**src/logic/armCtrlPkg.sv**
```systemverilog
`default_nettype none

package armCtrlPkg;

  // ============================================================
  // Widths and fixed register numbers
  // ============================================================
  localparam int instrWidth = 32;
  localparam logic [3:0] pcRegIdx = 4'd15;   // r15 is the PC

  // ============================================================
  // Encodings
  // ============================================================
  typedef enum logic [1:0] {
    dataProc  = 2'd0,
    loadStore = 2'd1,
    branch    = 2'd2,
    noOp      = 2'd3   // anything outside the kept classes
  } instrClassE;

  // Values follow instruction bits 24:21
  typedef enum logic [3:0] {
    aluAnd = 4'h0,
    aluEor = 4'h1,
    aluSub = 4'h2,
    aluRsb = 4'h3,
    aluAdd = 4'h4,
    aluAdc = 4'h5,
    aluSbc = 4'h6,
    aluRsc = 4'h7,
    aluTst = 4'h8,
    aluTeq = 4'h9,
    aluCmp = 4'ha,
    aluCmn = 4'hb,
    aluOrr = 4'hc,
    aluMov = 4'hd,
    aluBic = 4'he,
    aluMvn = 4'hf
  } aluOpE;

  // Values follow instruction bits 31:28
  typedef enum logic [3:0] {
    condEq = 4'h0,
    condNe = 4'h1,
    condCs = 4'h2,
    condCc = 4'h3,
    condMi = 4'h4,
    condPl = 4'h5,
    condVs = 4'h6,
    condVc = 4'h7,
    condHi = 4'h8,
    condLs = 4'h9,
    condGe = 4'ha,
    condLt = 4'hb,
    condGt = 4'hc,
    condLe = 4'hd,
    condAl = 4'he,
    condNv = 4'hf
  } condE;

  // ============================================================
  // Grouped control
  // ============================================================
  typedef struct packed {
    logic n;
    logic z;
    logic c;
    logic v;
  } flagsT;

  // Decode outputs carried into Execute
  typedef struct packed {
    logic  regWrite;
    logic  memWrite;
    logic  memtoReg;
    logic  branch;
    logic  pcSrc;
    logic  flagWrite;
    logic  aluSrc;
    logic  byteAccess;
    aluOpE aluControl;
    condE  cond;
  } decodeCtrlT;

  // Condition-gated Execute results
  typedef struct packed {
    logic       memWrite;
    logic       memtoReg;
    logic       regWrite;
    logic       pcSrc;
    logic       setFlags;
    logic [3:0] byteMask;
  } memCtrlT;

  typedef struct packed {
    logic memtoReg;
    logic regWrite;
    logic pcSrc;
    logic setFlags;
  } wbCtrlT;

endpackage

`default_nettype wire

```
**src/logic/instrDecoder.sv**
```systemverilog
`timescale 1ns/1ps
`default_nettype none

module instrDecoder (
  input  logic [armCtrlPkg::instrWidth-1:0] instrD,
  output armCtrlPkg::decodeCtrlT            ctrlD,
  output logic [1:0]                        regSrcD,
  output logic [1:0]                        immSrcD
);

  armCtrlPkg::instrClassE instrClass;
  armCtrlPkg::aluOpE      dpOp;

  assign dpOp = armCtrlPkg::aluOpE'(instrD[24:21]);

  // ============================================================
  // Instruction class
  // ============================================================
  always_comb begin
    case (instrD[27:26])
      2'b00: begin
        // Register form with bits 7 and 4 set is multiply or halfword space
        if (!instrD[25] && instrD[7] && instrD[4])
          instrClass = armCtrlPkg::noOp;
        else
          instrClass = armCtrlPkg::dataProc;
      end
      2'b01: begin
        if (instrD[25] && instrD[4])   // Undefined space
          instrClass = armCtrlPkg::noOp;
        else
          instrClass = armCtrlPkg::loadStore;
      end
      2'b10:   instrClass = armCtrlPkg::branch;
      default: instrClass = armCtrlPkg::noOp;   // Coprocessor and SWI
    endcase
  end

  // ============================================================
  // Control bits per class
  // ============================================================
  always_comb begin
    ctrlD            = '0;
    ctrlD.aluControl = armCtrlPkg::aluAdd;
    ctrlD.cond       = armCtrlPkg::condE'(instrD[31:28]);
    immSrcD          = 2'd0;

    case (instrClass)
      armCtrlPkg::dataProc: begin
        ctrlD.aluControl = dpOp;
        ctrlD.flagWrite  = instrD[20];
        ctrlD.aluSrc     = instrD[25];     // Immediate operand
        // Compare and test ops only touch the flags
        ctrlD.regWrite   = !(dpOp inside {armCtrlPkg::aluTst, armCtrlPkg::aluTeq,
                                          armCtrlPkg::aluCmp, armCtrlPkg::aluCmn});
        immSrcD          = 2'd0;
      end

      armCtrlPkg::loadStore: begin
        ctrlD.aluControl = instrD[23] ? armCtrlPkg::aluAdd : armCtrlPkg::aluSub;  // U bit
        ctrlD.aluSrc     = !instrD[25];
        ctrlD.byteAccess = instrD[22];
        if (instrD[20]) begin   // Load
          ctrlD.memtoReg = 1'b1;
          ctrlD.regWrite = 1'b1;
        end else begin
          ctrlD.memWrite = 1'b1;
        end
        immSrcD          = 2'd1;
      end

      armCtrlPkg::branch: begin
        ctrlD.branch     = 1'b1;
        ctrlD.aluSrc     = 1'b1;
        ctrlD.aluControl = armCtrlPkg::aluAdd;   // PC + offset
        immSrcD          = 2'd2;
      end

      default: ;   // noOp keeps every write low
    endcase

    // Writing r15 redirects fetch just like a branch
    ctrlD.pcSrc = ctrlD.branch || (ctrlD.regWrite && instrD[15:12] == armCtrlPkg::pcRegIdx);
  end

  assign regSrcD = {ctrlD.memWrite, ctrlD.branch};

endmodule

`default_nettype wire

```
**src/logic/execControl.sv**
```systemverilog
`timescale 1ns/1ps
`default_nettype none

module execControl (
  input  armCtrlPkg::decodeCtrlT ctrlE,
  input  armCtrlPkg::flagsT      flagsE,       // forwarded flags
  input  armCtrlPkg::flagsT      aluFlagsE,
  input  logic [1:0]             addrLowE,
  output armCtrlPkg::memCtrlT    memCtrlE,
  output armCtrlPkg::flagsT      flagsNextE,
  output logic                   branchTakenE
);

  logic condPass;

  // ============================================================
  // Condition evaluation
  // ============================================================
  always_comb begin
    case (ctrlE.cond)
      armCtrlPkg::condEq: condPass = flagsE.z;
      armCtrlPkg::condNe: condPass = !flagsE.z;
      armCtrlPkg::condCs: condPass = flagsE.c;
      armCtrlPkg::condCc: condPass = !flagsE.c;
      armCtrlPkg::condMi: condPass = flagsE.n;
      armCtrlPkg::condPl: condPass = !flagsE.n;
      armCtrlPkg::condVs: condPass = flagsE.v;
      armCtrlPkg::condVc: condPass = !flagsE.v;
      armCtrlPkg::condHi: condPass = flagsE.c && !flagsE.z;
      armCtrlPkg::condLs: condPass = !flagsE.c || flagsE.z;
      armCtrlPkg::condGe: condPass = (flagsE.n == flagsE.v);
      armCtrlPkg::condLt: condPass = (flagsE.n != flagsE.v);
      armCtrlPkg::condGt: condPass = !flagsE.z && (flagsE.n == flagsE.v);
      armCtrlPkg::condLe: condPass = flagsE.z || (flagsE.n != flagsE.v);
      armCtrlPkg::condAl: condPass = 1'b1;
      default:            condPass = 1'b0;   // NV never executes
    endcase
  end

  // ============================================================
  // Gated writes and byte lanes
  // ============================================================
  always_comb begin
    memCtrlE.memWrite = ctrlE.memWrite && condPass;
    memCtrlE.memtoReg = ctrlE.memtoReg;             // only selects the result source
    memCtrlE.regWrite = ctrlE.regWrite && condPass;
    memCtrlE.pcSrc    = ctrlE.pcSrc && condPass;
    memCtrlE.setFlags = ctrlE.flagWrite && condPass;

    // Byte access enables one lane, word access all four
    if (ctrlE.byteAccess)
      memCtrlE.byteMask = 4'b0001 << addrLowE;
    else
      memCtrlE.byteMask = 4'b1111;
  end

  // New flags only when this instruction actually sets them
  assign flagsNextE   = memCtrlE.setFlags ? aluFlagsE : flagsE;
  assign branchTakenE = ctrlE.branch && condPass;

endmodule

`default_nettype wire

```
**src/logic/ctrlPipe.sv**
```systemverilog
`timescale 1ns/1ps
`default_nettype none

module ctrlPipe (
  input  logic                   clk,
  input  logic                   rstN,
  input  logic                   stallE,
  input  logic                   flushE,
  input  logic                   stallM,
  input  logic                   stallW,
  input  logic                   flushW,
  input  armCtrlPkg::decodeCtrlT ctrlD,
  output armCtrlPkg::decodeCtrlT ctrlE,
  input  armCtrlPkg::memCtrlT    memCtrlE,
  output armCtrlPkg::memCtrlT    memCtrlM,
  input  armCtrlPkg::flagsT      flagsNextE,
  output armCtrlPkg::flagsT      flagsNextM,
  output armCtrlPkg::flagsT      flagsNextW,
  output armCtrlPkg::wbCtrlT     wbCtrlW
);

  armCtrlPkg::wbCtrlT wbCtrlM;

  // Writeback only needs the result-side bits of M
  assign wbCtrlM.memtoReg = memCtrlM.memtoReg;
  assign wbCtrlM.regWrite = memCtrlM.regWrite;
  assign wbCtrlM.pcSrc    = memCtrlM.pcSrc;
  assign wbCtrlM.setFlags = memCtrlM.setFlags;

  // ============================================================
  // Decode to Execute
  // ============================================================
  always_ff @(posedge clk or negedge rstN) begin
    if (!rstN) begin
      ctrlE <= '0;
    end else if (flushE) begin
      ctrlE <= '0;            // Bubble wins over stall
    end else if (!stallE) begin
      ctrlE <= ctrlD;
    end
  end

  // ============================================================
  // Execute to Memory
  // ============================================================
  always_ff @(posedge clk or negedge rstN) begin
    if (!rstN) begin
      memCtrlM   <= '0;
      flagsNextM <= '0;
    end else if (!stallM) begin   // no flush at this stage
      memCtrlM   <= memCtrlE;
      flagsNextM <= flagsNextE;
    end
  end

  // ============================================================
  // Memory to Writeback
  // ============================================================
  always_ff @(posedge clk or negedge rstN) begin
    if (!rstN) begin
      wbCtrlW    <= '0;
      flagsNextW <= '0;
    end else if (flushW) begin
      wbCtrlW    <= '0;
      flagsNextW <= '0;
    end else if (!stallW) begin
      wbCtrlW    <= wbCtrlM;
      flagsNextW <= flagsNextM;
    end
  end

endmodule

`default_nettype wire

```
**src/logic/statusReg.sv**
```systemverilog
`timescale 1ns/1ps
`default_nettype none

module statusReg (
  input  logic              clk,
  input  logic              rstN,
  input  logic              stallW,
  input  logic              setFlagsM,
  input  logic              setFlagsW,
  input  armCtrlPkg::flagsT flagsNextM,
  input  armCtrlPkg::flagsT flagsNextW,
  output armCtrlPkg::flagsT flagsE,
  output armCtrlPkg::flagsT flags
);

  // Architectural NZCV, written as the setter leaves Writeback
  always_ff @(posedge clk or negedge rstN) begin
    if (!rstN) begin
      flags <= '0;
    end else if (setFlagsW && !stallW) begin
      flags <= flagsNextW;
    end
  end

  // Youngest pending update wins
  always_comb begin
    if (setFlagsM)
      flagsE = flagsNextM;
    else if (setFlagsW)
      flagsE = flagsNextW;
    else
      flagsE = flags;
  end

endmodule

`default_nettype wire

```
**src/logic/armCtrl.sv**
```systemverilog
`timescale 1ns/1ps
`default_nettype none

module armCtrl (
  input  logic                              clk,
  input  logic                              rstN,
  input  logic [armCtrlPkg::instrWidth-1:0] instrD,
  input  armCtrlPkg::flagsT                 aluFlagsE,
  input  logic [1:0]                        addrLowE,   // from the datapath ALU result
  input  logic                              stallE,
  input  logic                              flushE,
  input  logic                              stallM,
  input  logic                              stallW,
  input  logic                              flushW,
  output logic [1:0]                        regSrcD,
  output logic [1:0]                        immSrcD,
  output logic                              aluSrcE,
  output armCtrlPkg::aluOpE                 aluControlE,
  output logic                              branchTakenE,
  output logic                              memWriteM,
  output logic [3:0]                        byteMaskM,
  output logic                              memtoRegW,
  output logic                              regWriteW,
  output logic                              pcSrcW,
  output logic                              pcWrPendingF,
  output armCtrlPkg::flagsT                 flags
);

  armCtrlPkg::decodeCtrlT ctrlD;
  armCtrlPkg::decodeCtrlT ctrlE;
  armCtrlPkg::memCtrlT    memCtrlE;
  armCtrlPkg::memCtrlT    memCtrlM;
  armCtrlPkg::wbCtrlT     wbCtrlW;
  armCtrlPkg::flagsT      flagsE;
  armCtrlPkg::flagsT      flagsNextE;
  armCtrlPkg::flagsT      flagsNextM;
  armCtrlPkg::flagsT      flagsNextW;

  instrDecoder decoder_i (
    .instrD  (instrD),
    .ctrlD   (ctrlD),
    .regSrcD (regSrcD),
    .immSrcD (immSrcD)
  );

  ctrlPipe pipe_i (
    .clk        (clk),
    .rstN       (rstN),
    .stallE     (stallE),
    .flushE     (flushE),
    .stallM     (stallM),
    .stallW     (stallW),
    .flushW     (flushW),
    .ctrlD      (ctrlD),
    .ctrlE      (ctrlE),
    .memCtrlE   (memCtrlE),
    .memCtrlM   (memCtrlM),
    .flagsNextE (flagsNextE),
    .flagsNextM (flagsNextM),
    .flagsNextW (flagsNextW),
    .wbCtrlW    (wbCtrlW)
  );

  execControl exec_i (
    .ctrlE        (ctrlE),
    .flagsE       (flagsE),
    .aluFlagsE    (aluFlagsE),
    .addrLowE     (addrLowE),
    .memCtrlE     (memCtrlE),
    .flagsNextE   (flagsNextE),
    .branchTakenE (branchTakenE)
  );

  statusReg status_i (
    .clk        (clk),
    .rstN       (rstN),
    .stallW     (stallW),
    .setFlagsM  (memCtrlM.setFlags),
    .setFlagsW  (wbCtrlW.setFlags),
    .flagsNextM (flagsNextM),
    .flagsNextW (flagsNextW),
    .flagsE     (flagsE),
    .flags      (flags)
  );

  assign aluSrcE     = ctrlE.aluSrc;
  assign aluControlE = ctrlE.aluControl;
  assign memWriteM   = memCtrlM.memWrite;
  assign byteMaskM   = memCtrlM.byteMask;
  assign memtoRegW   = wbCtrlW.memtoReg;
  assign regWriteW   = wbCtrlW.regWrite;
  assign pcSrcW      = wbCtrlW.pcSrc;

  // Fetch must hold while any PC write is in flight; E uses the ungated bit
  assign pcWrPendingF = ctrlD.pcSrc | ctrlE.pcSrc | memCtrlM.pcSrc;

endmodule

`default_nettype wire

```
**config.mk**
```make
export PLATFORM = sky130hd
export DESIGN_NAME = armCtrl
export DESIGN_NICKNAME = d
export VERILOG_FILES = /design/src/logic/armCtrlPkg.sv /design/src/logic/instrDecoder.sv /design/src/logic/execControl.sv /design/src/logic/ctrlPipe.sv /design/src/logic/statusReg.sv /design/src/logic/armCtrl.sv
export SDC_FILE = /design/constraint.sdc
export NUM_CORES = 1
export LEC_CHECK = 0
export BUFFER_PORTS_ARGS = -buffer_cell sky130_fd_sc_hd__buf_2
export CORE_AREA = 2 2 91 93
export CTS_BUF_LIST = sky130_fd_sc_hd__clkbuf_8
export DETAILED_ROUTE_END_ITERATION = 8
export DIE_AREA = 0 0 93 95
export GPL_ROUTABILITY_DRIVEN = 0
export PLACE_DENSITY_LB_ADDON = 0.2
export SYNTH_ARGS = -nofsm -noshare
export SYNTH_HDL_FRONTEND = slang
export SYNTH_SLANG_ARGS = --single-unit
```
**constraint.sdc**
```tcl
create_clock -name clk -period 6.9 [get_ports clk]
set_input_delay 0.69 -clock clk [delete_from_list [all_inputs] [get_ports clk]]
set_output_delay 0.69 -clock clk [all_outputs]
set_load 0.02 [all_outputs]
```
-- Yosys cells after proc, flatten, opt, wreduce, memory -nomap -nowiden
Cells that the tools add are included.
Widths: inputs -> output; s select.
- mux-type cells: 25
- eq/ne operators: 27
- reduce and logical (&&, ||, !) cells: 26
- shift operators: 1
- bitwise operators: 2
- operators by type and width (cell ; count):
    $eq 4x4->1 const B ; 12
    $mux 16 ; 2
    $mux 4 ; 8
    $eq 4x3->1 const B ; 4
    $pmux 1 s15 ; 1
    $logic_and 1x1->1 ; 12
    $eq 4x2->1 const B ; 2
    $pmux 4 s2 ; 1
    $logic_not 1->1 ; 7
    $mux 2 ; 3
    $pmux 2 s3 ; 1
    $mux 1 ; 5
    $eq 2x1->1 const B ; 2
    $eq 2x2->1 const B ; 2
    $eq 4x1->1 const B ; 1
    $logic_not 2->1 ; 2
    $logic_not 4->1 ; 1
    $ne 2x1->1 const B ; 2
    $pmux 2 s2 ; 1
    $reduce_bool 4->1 ; 1
    $shl 1x2->4 const A ; 1
    $logic_or 1x1->1 ; 3
    $mux 3 ; 1
    $pmux 1 s3 ; 1
    other kinds (4) ; 5
- output and inout port bits: 23
- input port bits: 45
- register bits: 41

-- Longest topological paths before layout
- depth after elaboration: 11
- depth in mapped cells: 9
- mapped depth without buffers: 8

-- Modules after synthesis
From an unflattened synthesis, not the netlist that was laid out.
- cells, all modules: 208
- area total of the unflattened synthesis: 2290.9 um2
- by module, submodules not included (module ; seq. area each (um2) ; area each (um2) ; times used ; cells each):
    ctrlPipe ; 925.9 ; 1465.2 ; 1 ; 105
    execControl ; 0.0 ; 366.6 ; 1 ; 50
    statusReg ; 100.1 ; 245.2 ; 1 ; 22
    instrDecoder ; 0.0 ; 207.7 ; 1 ; 30
    armCtrl ; 0.0 ; 6.3 ; 1 ; 1

-- Worst setup path after synthesis
No wires, ideal clock.
- path type: flip-flop to output port
- from: register, netlist name status_i.flags[0]
- to: output branchTakenE
- required time: 6.210 ns
- path slack: 4.117 ns
- stages on the path, launching flop included: 8
- arrival time: 2.093 ns
- path through: dfrtp_1 > mux2_4 > or4b_2 > nand4_1 > a2111oi_2 > nand4_1 > buf_4 > and2_1
- longest elaborated chain between the ends: 6
- elaborated cells between the ends (all ways): 9
- ends and longest elaborated chain (what ; line ; text):
    $mux 4 * ; statusReg.sv:29 ; else if (setFlagsW)
    $mux 4 * ; statusReg.sv:27 ; if (setFlagsM)
    $ne 1x1->1 or $eq 1x1->1 (tied branches) ; n/a ;
    $logic_or 1x1->1 or $logic_and 1x1->1 (tied branches) ; execControl.sv:34, execControl.sv:33 ;
    $pmux 1 s15 * ; execControl.sv:20 ; case (ctrlE.cond)
    $logic_and 1x1->1 * ; execControl.sv:59 ; assign branchTakenE = ctrlE.branch && condPass;
    end: declaration ; armCtrl.sv:19 ; output logic branchTakenE,
Every way passes the cells marked *; elsewhere a longest branch is shown, timed or not.

-- Final worst setup path
- from: register, netlist name pipe_i.wbCtrlW[0]
- to: output branchTakenE
- longest elaborated chain between the ends: 6
- elaborated cells between the ends (all ways): 14
- ends and longest elaborated chain (what ; line ; text):
    $mux 4 * ; statusReg.sv:29 ;
    $mux 4 * ; statusReg.sv:27 ;
    $ne 1x1->1, or another cell as far along ; execControl.sv:32, execControl.sv:34 ;
    $logic_or 1x1->1, or another cell as far along ; execControl.sv:34 ; armCtrlPkg::condLe: condPass = flagsE.z || (flagsE.n != flagsE.v);
    $pmux 1 s15 * ; execControl.sv:20 ;
    $logic_and 1x1->1 * ; execControl.sv:59 ;
Marked as above.

==> flow_summary.yaml <==
outcome:
  outcome: "complete, no violations"
floorplan:
  rows: 33
  die_h_microns: 95
  coreArea_sq_um: 7928
  die_width_microns: 93
  io_pins: 68
  start_util: 0.2917
  die_area_sq_um: 8835
critical_path:
  arrival_ns: 2.62
  cp.buffers_inverters: 2
  crit_family: "multiplexers"
  critPathCaptureType: "output port"
  cp.required_ns: 6.21
  start_kind: "register"
  cp_cell_sequence: "mux2_2 > mux2i_2 > a311oi_1 > a2111oi_2 > nand4_1 > buf_4 > and2_1 > buf_2"
  path_max_fanout: 13
  max_stage_delay_ns: 0.47
  crit_type: "reg -> out"
  timing.critical_path.slowest_stage_cell: "dfrtp_1"
synth:
  synth_top_family_by_area: "simple AND/OR/NAND/NOR gates"
  syn_inst: 248
  ys_ff_latch: 41
  synth.avg_cell_area_sq_um: 9.323
  synth_fa_ha_area_frac: 0
  synth_ff_type: "dfrtp_1"
  synthMuxAreaShare: 0.1456
  synth_compound_area_frac: 0.1337
  async_flop_share: 1.000
  synth_edf_count: 0
  yosysSeqAreaShare: 0.4437
  synth_xor_area_frac: 0.007576
  postSynthNetCount: 293
  yosys_warnings: 0
  yosys.area_share.simple: 0.2018
  ys_types: 47
  syn_area_sq_um: 2312
cts:
  clkSinkCount: 41
  cts_buffer_depth: 2
  cts_hold_buf: 0
  clk_pin_slew_worst_paths_ns: 0.09
  tritoncts: "done"
  htreeDepth: 2
  numCtsBuffers: 5
  clock_tree.root_cell: "clkbuf_8"
  cts_setup_buffers: 0
  clk_latency_ns: 0.30
  cts_resized: 0
placed_design:
  dp_hpwl_microns: 3672
  post-place-ws_ns: 3.900
  io_buffers: 53
drt:
  wl_per_cell_microns: 13.17
  first_iter_violations: 126
  remaining_drc_errors: 0
  post_drt_via_cell_ratio: 4.800
  dr_total_vias: 1872
  wirelength_microns: 5135
  first_pass_iters: 4
  antenna_left: 0
sta:
  finalWorstSetupSlack_ns: 3.585
  slew_violations: 0
  clock_skew_ns: 0.008668
  relSlewSlack: 0.3876
  setup_viol: 0
  final_hold_viol_count: 0
  grt_setup_unrepaired: "no"
  period_minus_slack_ns: 3.315
  finalSetupTns_ns: 0
  fin_crit_sh: 0.4804
  worst_pin_slew_ns: 0.9186
  max_freq_mhz: 301.7
global_route:
  grt_pass1_wl_microns: 8873
  grt_max_degree: 42
  track_usage: 0.1277
  antenna_found_initial: 0
  grt_pass1_vias: 1768
  gr-total-overflow: 0
pwr:
  total_power_uw: 544.4
  leakagePower_uw: 0.001268
  ir_worst_vdd_v: 0.00009660
  p_per_area_nw_per_um2: 200.4
layout:
  drive_gt1_frac: 0.2807
  diodes: 0
  fin_nets: 329
  syn_to_final_growth_pct: 17.48
flow_run:
  maxCapViolations: 0
worst_hold_path:
  hold_class: "reg -> reg"
[cell usage after synthesis, types with 3 or more instances]
cell / number / share of area
nor2_1: 44 / 0.071
dfrtp_1: 41 / 0.44
nand2_1: 18 / 0.029
a21oi_1: 15 / 0.032
mux2i_1: 15 / 0.065
mux2_2: 12 / 0.058
buf_4: 10 / 0.032
clkbuf_1: 10 / 0.016
o21ai_0: 7 / 0.015
inv_1: 6 / 0.0097
nor3_1: 6 / 0.013
nand2b_1: 5 / 0.014
nand3_1: 5 / 0.011
nand4_1: 4 / 0.011
nor2b_1: 4 / 0.011
o21ai_1: 4 / 0.0087
buf_1: 3 / 0.0049
o311ai_1: 3 / 0.011
[report_power, final]
| part | internal, uW | switching, uW | total (uW) |
|---|---|---|---|
| Combinational | 23.1 | 37.6 | 60.7 |
| Clock | 144 | 86.7 | 230 |
| Sequential | 246 | 7.55 | 253 |
[layer usage]
metal / GRT usage / wire length [microns]
met5: 0 / 0
met4: 0.04044 / 70
met3: 0.03352 / 301
met2: 0.1920 / 2179
met1: 0.1796 / 2584
[stage by stage]
step / hold WS [ns] / utilization / instance area, sq um / std cells
floorplan: 0.3944 / - / 2312 / 248
global placement: 0.4741 / 0.3258 / 2582 / 382
finish: 0.4929 / 0.3426 / 2716 / 390
CTS: 0.5015 / 0.3426 / 2716 / 390
detailed placement: 0.4820 / 0.3258 / 2582 / 382
global route: 0.5455 / 0.3426 / 2716 / 390
[sequential cells by signal, indices dropped and copies added, names as in the netlist]
signal	cells
pipe_i.ctrlE	16
pipe_i.flagsNextM	4
pipe_i.flagsNextW	4
pipe_i.memCtrlM	9
pipe_i.wbCtrlW	4
status_i.flags	4
[cell type report]
type | count | area (sq um)
multi-input cells | 176 | 1130
inverters | 6 | 22.52
clock inverters | 3 | 65.06
well taps | 105 | 131.4
fillers | 858 | 5211
clock buffers | 5 | 68.82
flip-flops and latches | 41 | 1026
repair buffers | 54 | 272.8
[layout by cell type, fill, tap and decap left out, drive strengths merged, types with 2 or more instances in the layout]
master	instances
buf	54
nor2	44
dfrtp	41
nand2	18
mux2i	17
a21oi	15
mux2	13
o21ai	11
inv	6
nor3	6
nand2b	5
nand3	5
clkbuf	5
nor2b	4
nand4	4
o311ai	4
a311oi	2
o211ai	2
o21a	2
nand3b	2
xnor2	2
and2	2
bufinv	2
or4b	2
[kinds of logic after synthesis]
family / after synthesis
buffers and inverters: 31
flip-flops: 41
XOR/XNOR: 2
AND/OR/NAND/NOR: 98
AO/OA/AOI/OAI: 46
multiplexers: 30
[final timing paths]
kind	startpoint	endpoint	slack, ns	depth (start not counted)
setup / recovery	pipe_i.wbCtrlW[0]$_DFFE_PN0P_	branchTakenE	3.59	8
hold / removal	pipe_i.memCtrlM[6]$_DFFE_PN0N_	pipe_i.memCtrlM[6]$_DFFE_PN0N_	0.49	2
setup reg to reg	pipe_i.wbCtrlW[0]$_DFFE_PN0P_	pipe_i.flagsNextM[2]$_DFFE_PN0N_	4.54	7
hold reg to reg	pipe_i.memCtrlM[6]$_DFFE_PN0N_	pipe_i.memCtrlM[6]$_DFFE_PN0N_	0.49	2
max in group asynchronous	rstN	pipe_i.ctrlE[2]$_DFFE_PN0P_	5.81	1
min in group asynchronous	rstN	pipe_i.wbCtrlW[3]$_DFFE_PN0P_	0.52	1
[tightest hold or removal path, cell delays in order, from the launching register on]
cell	delay, ns
dfrtp_1	0.35
nand2_1	0.05
o21ai_1	0.06
No activity file was read; power rests on OpenSTA's default activity.
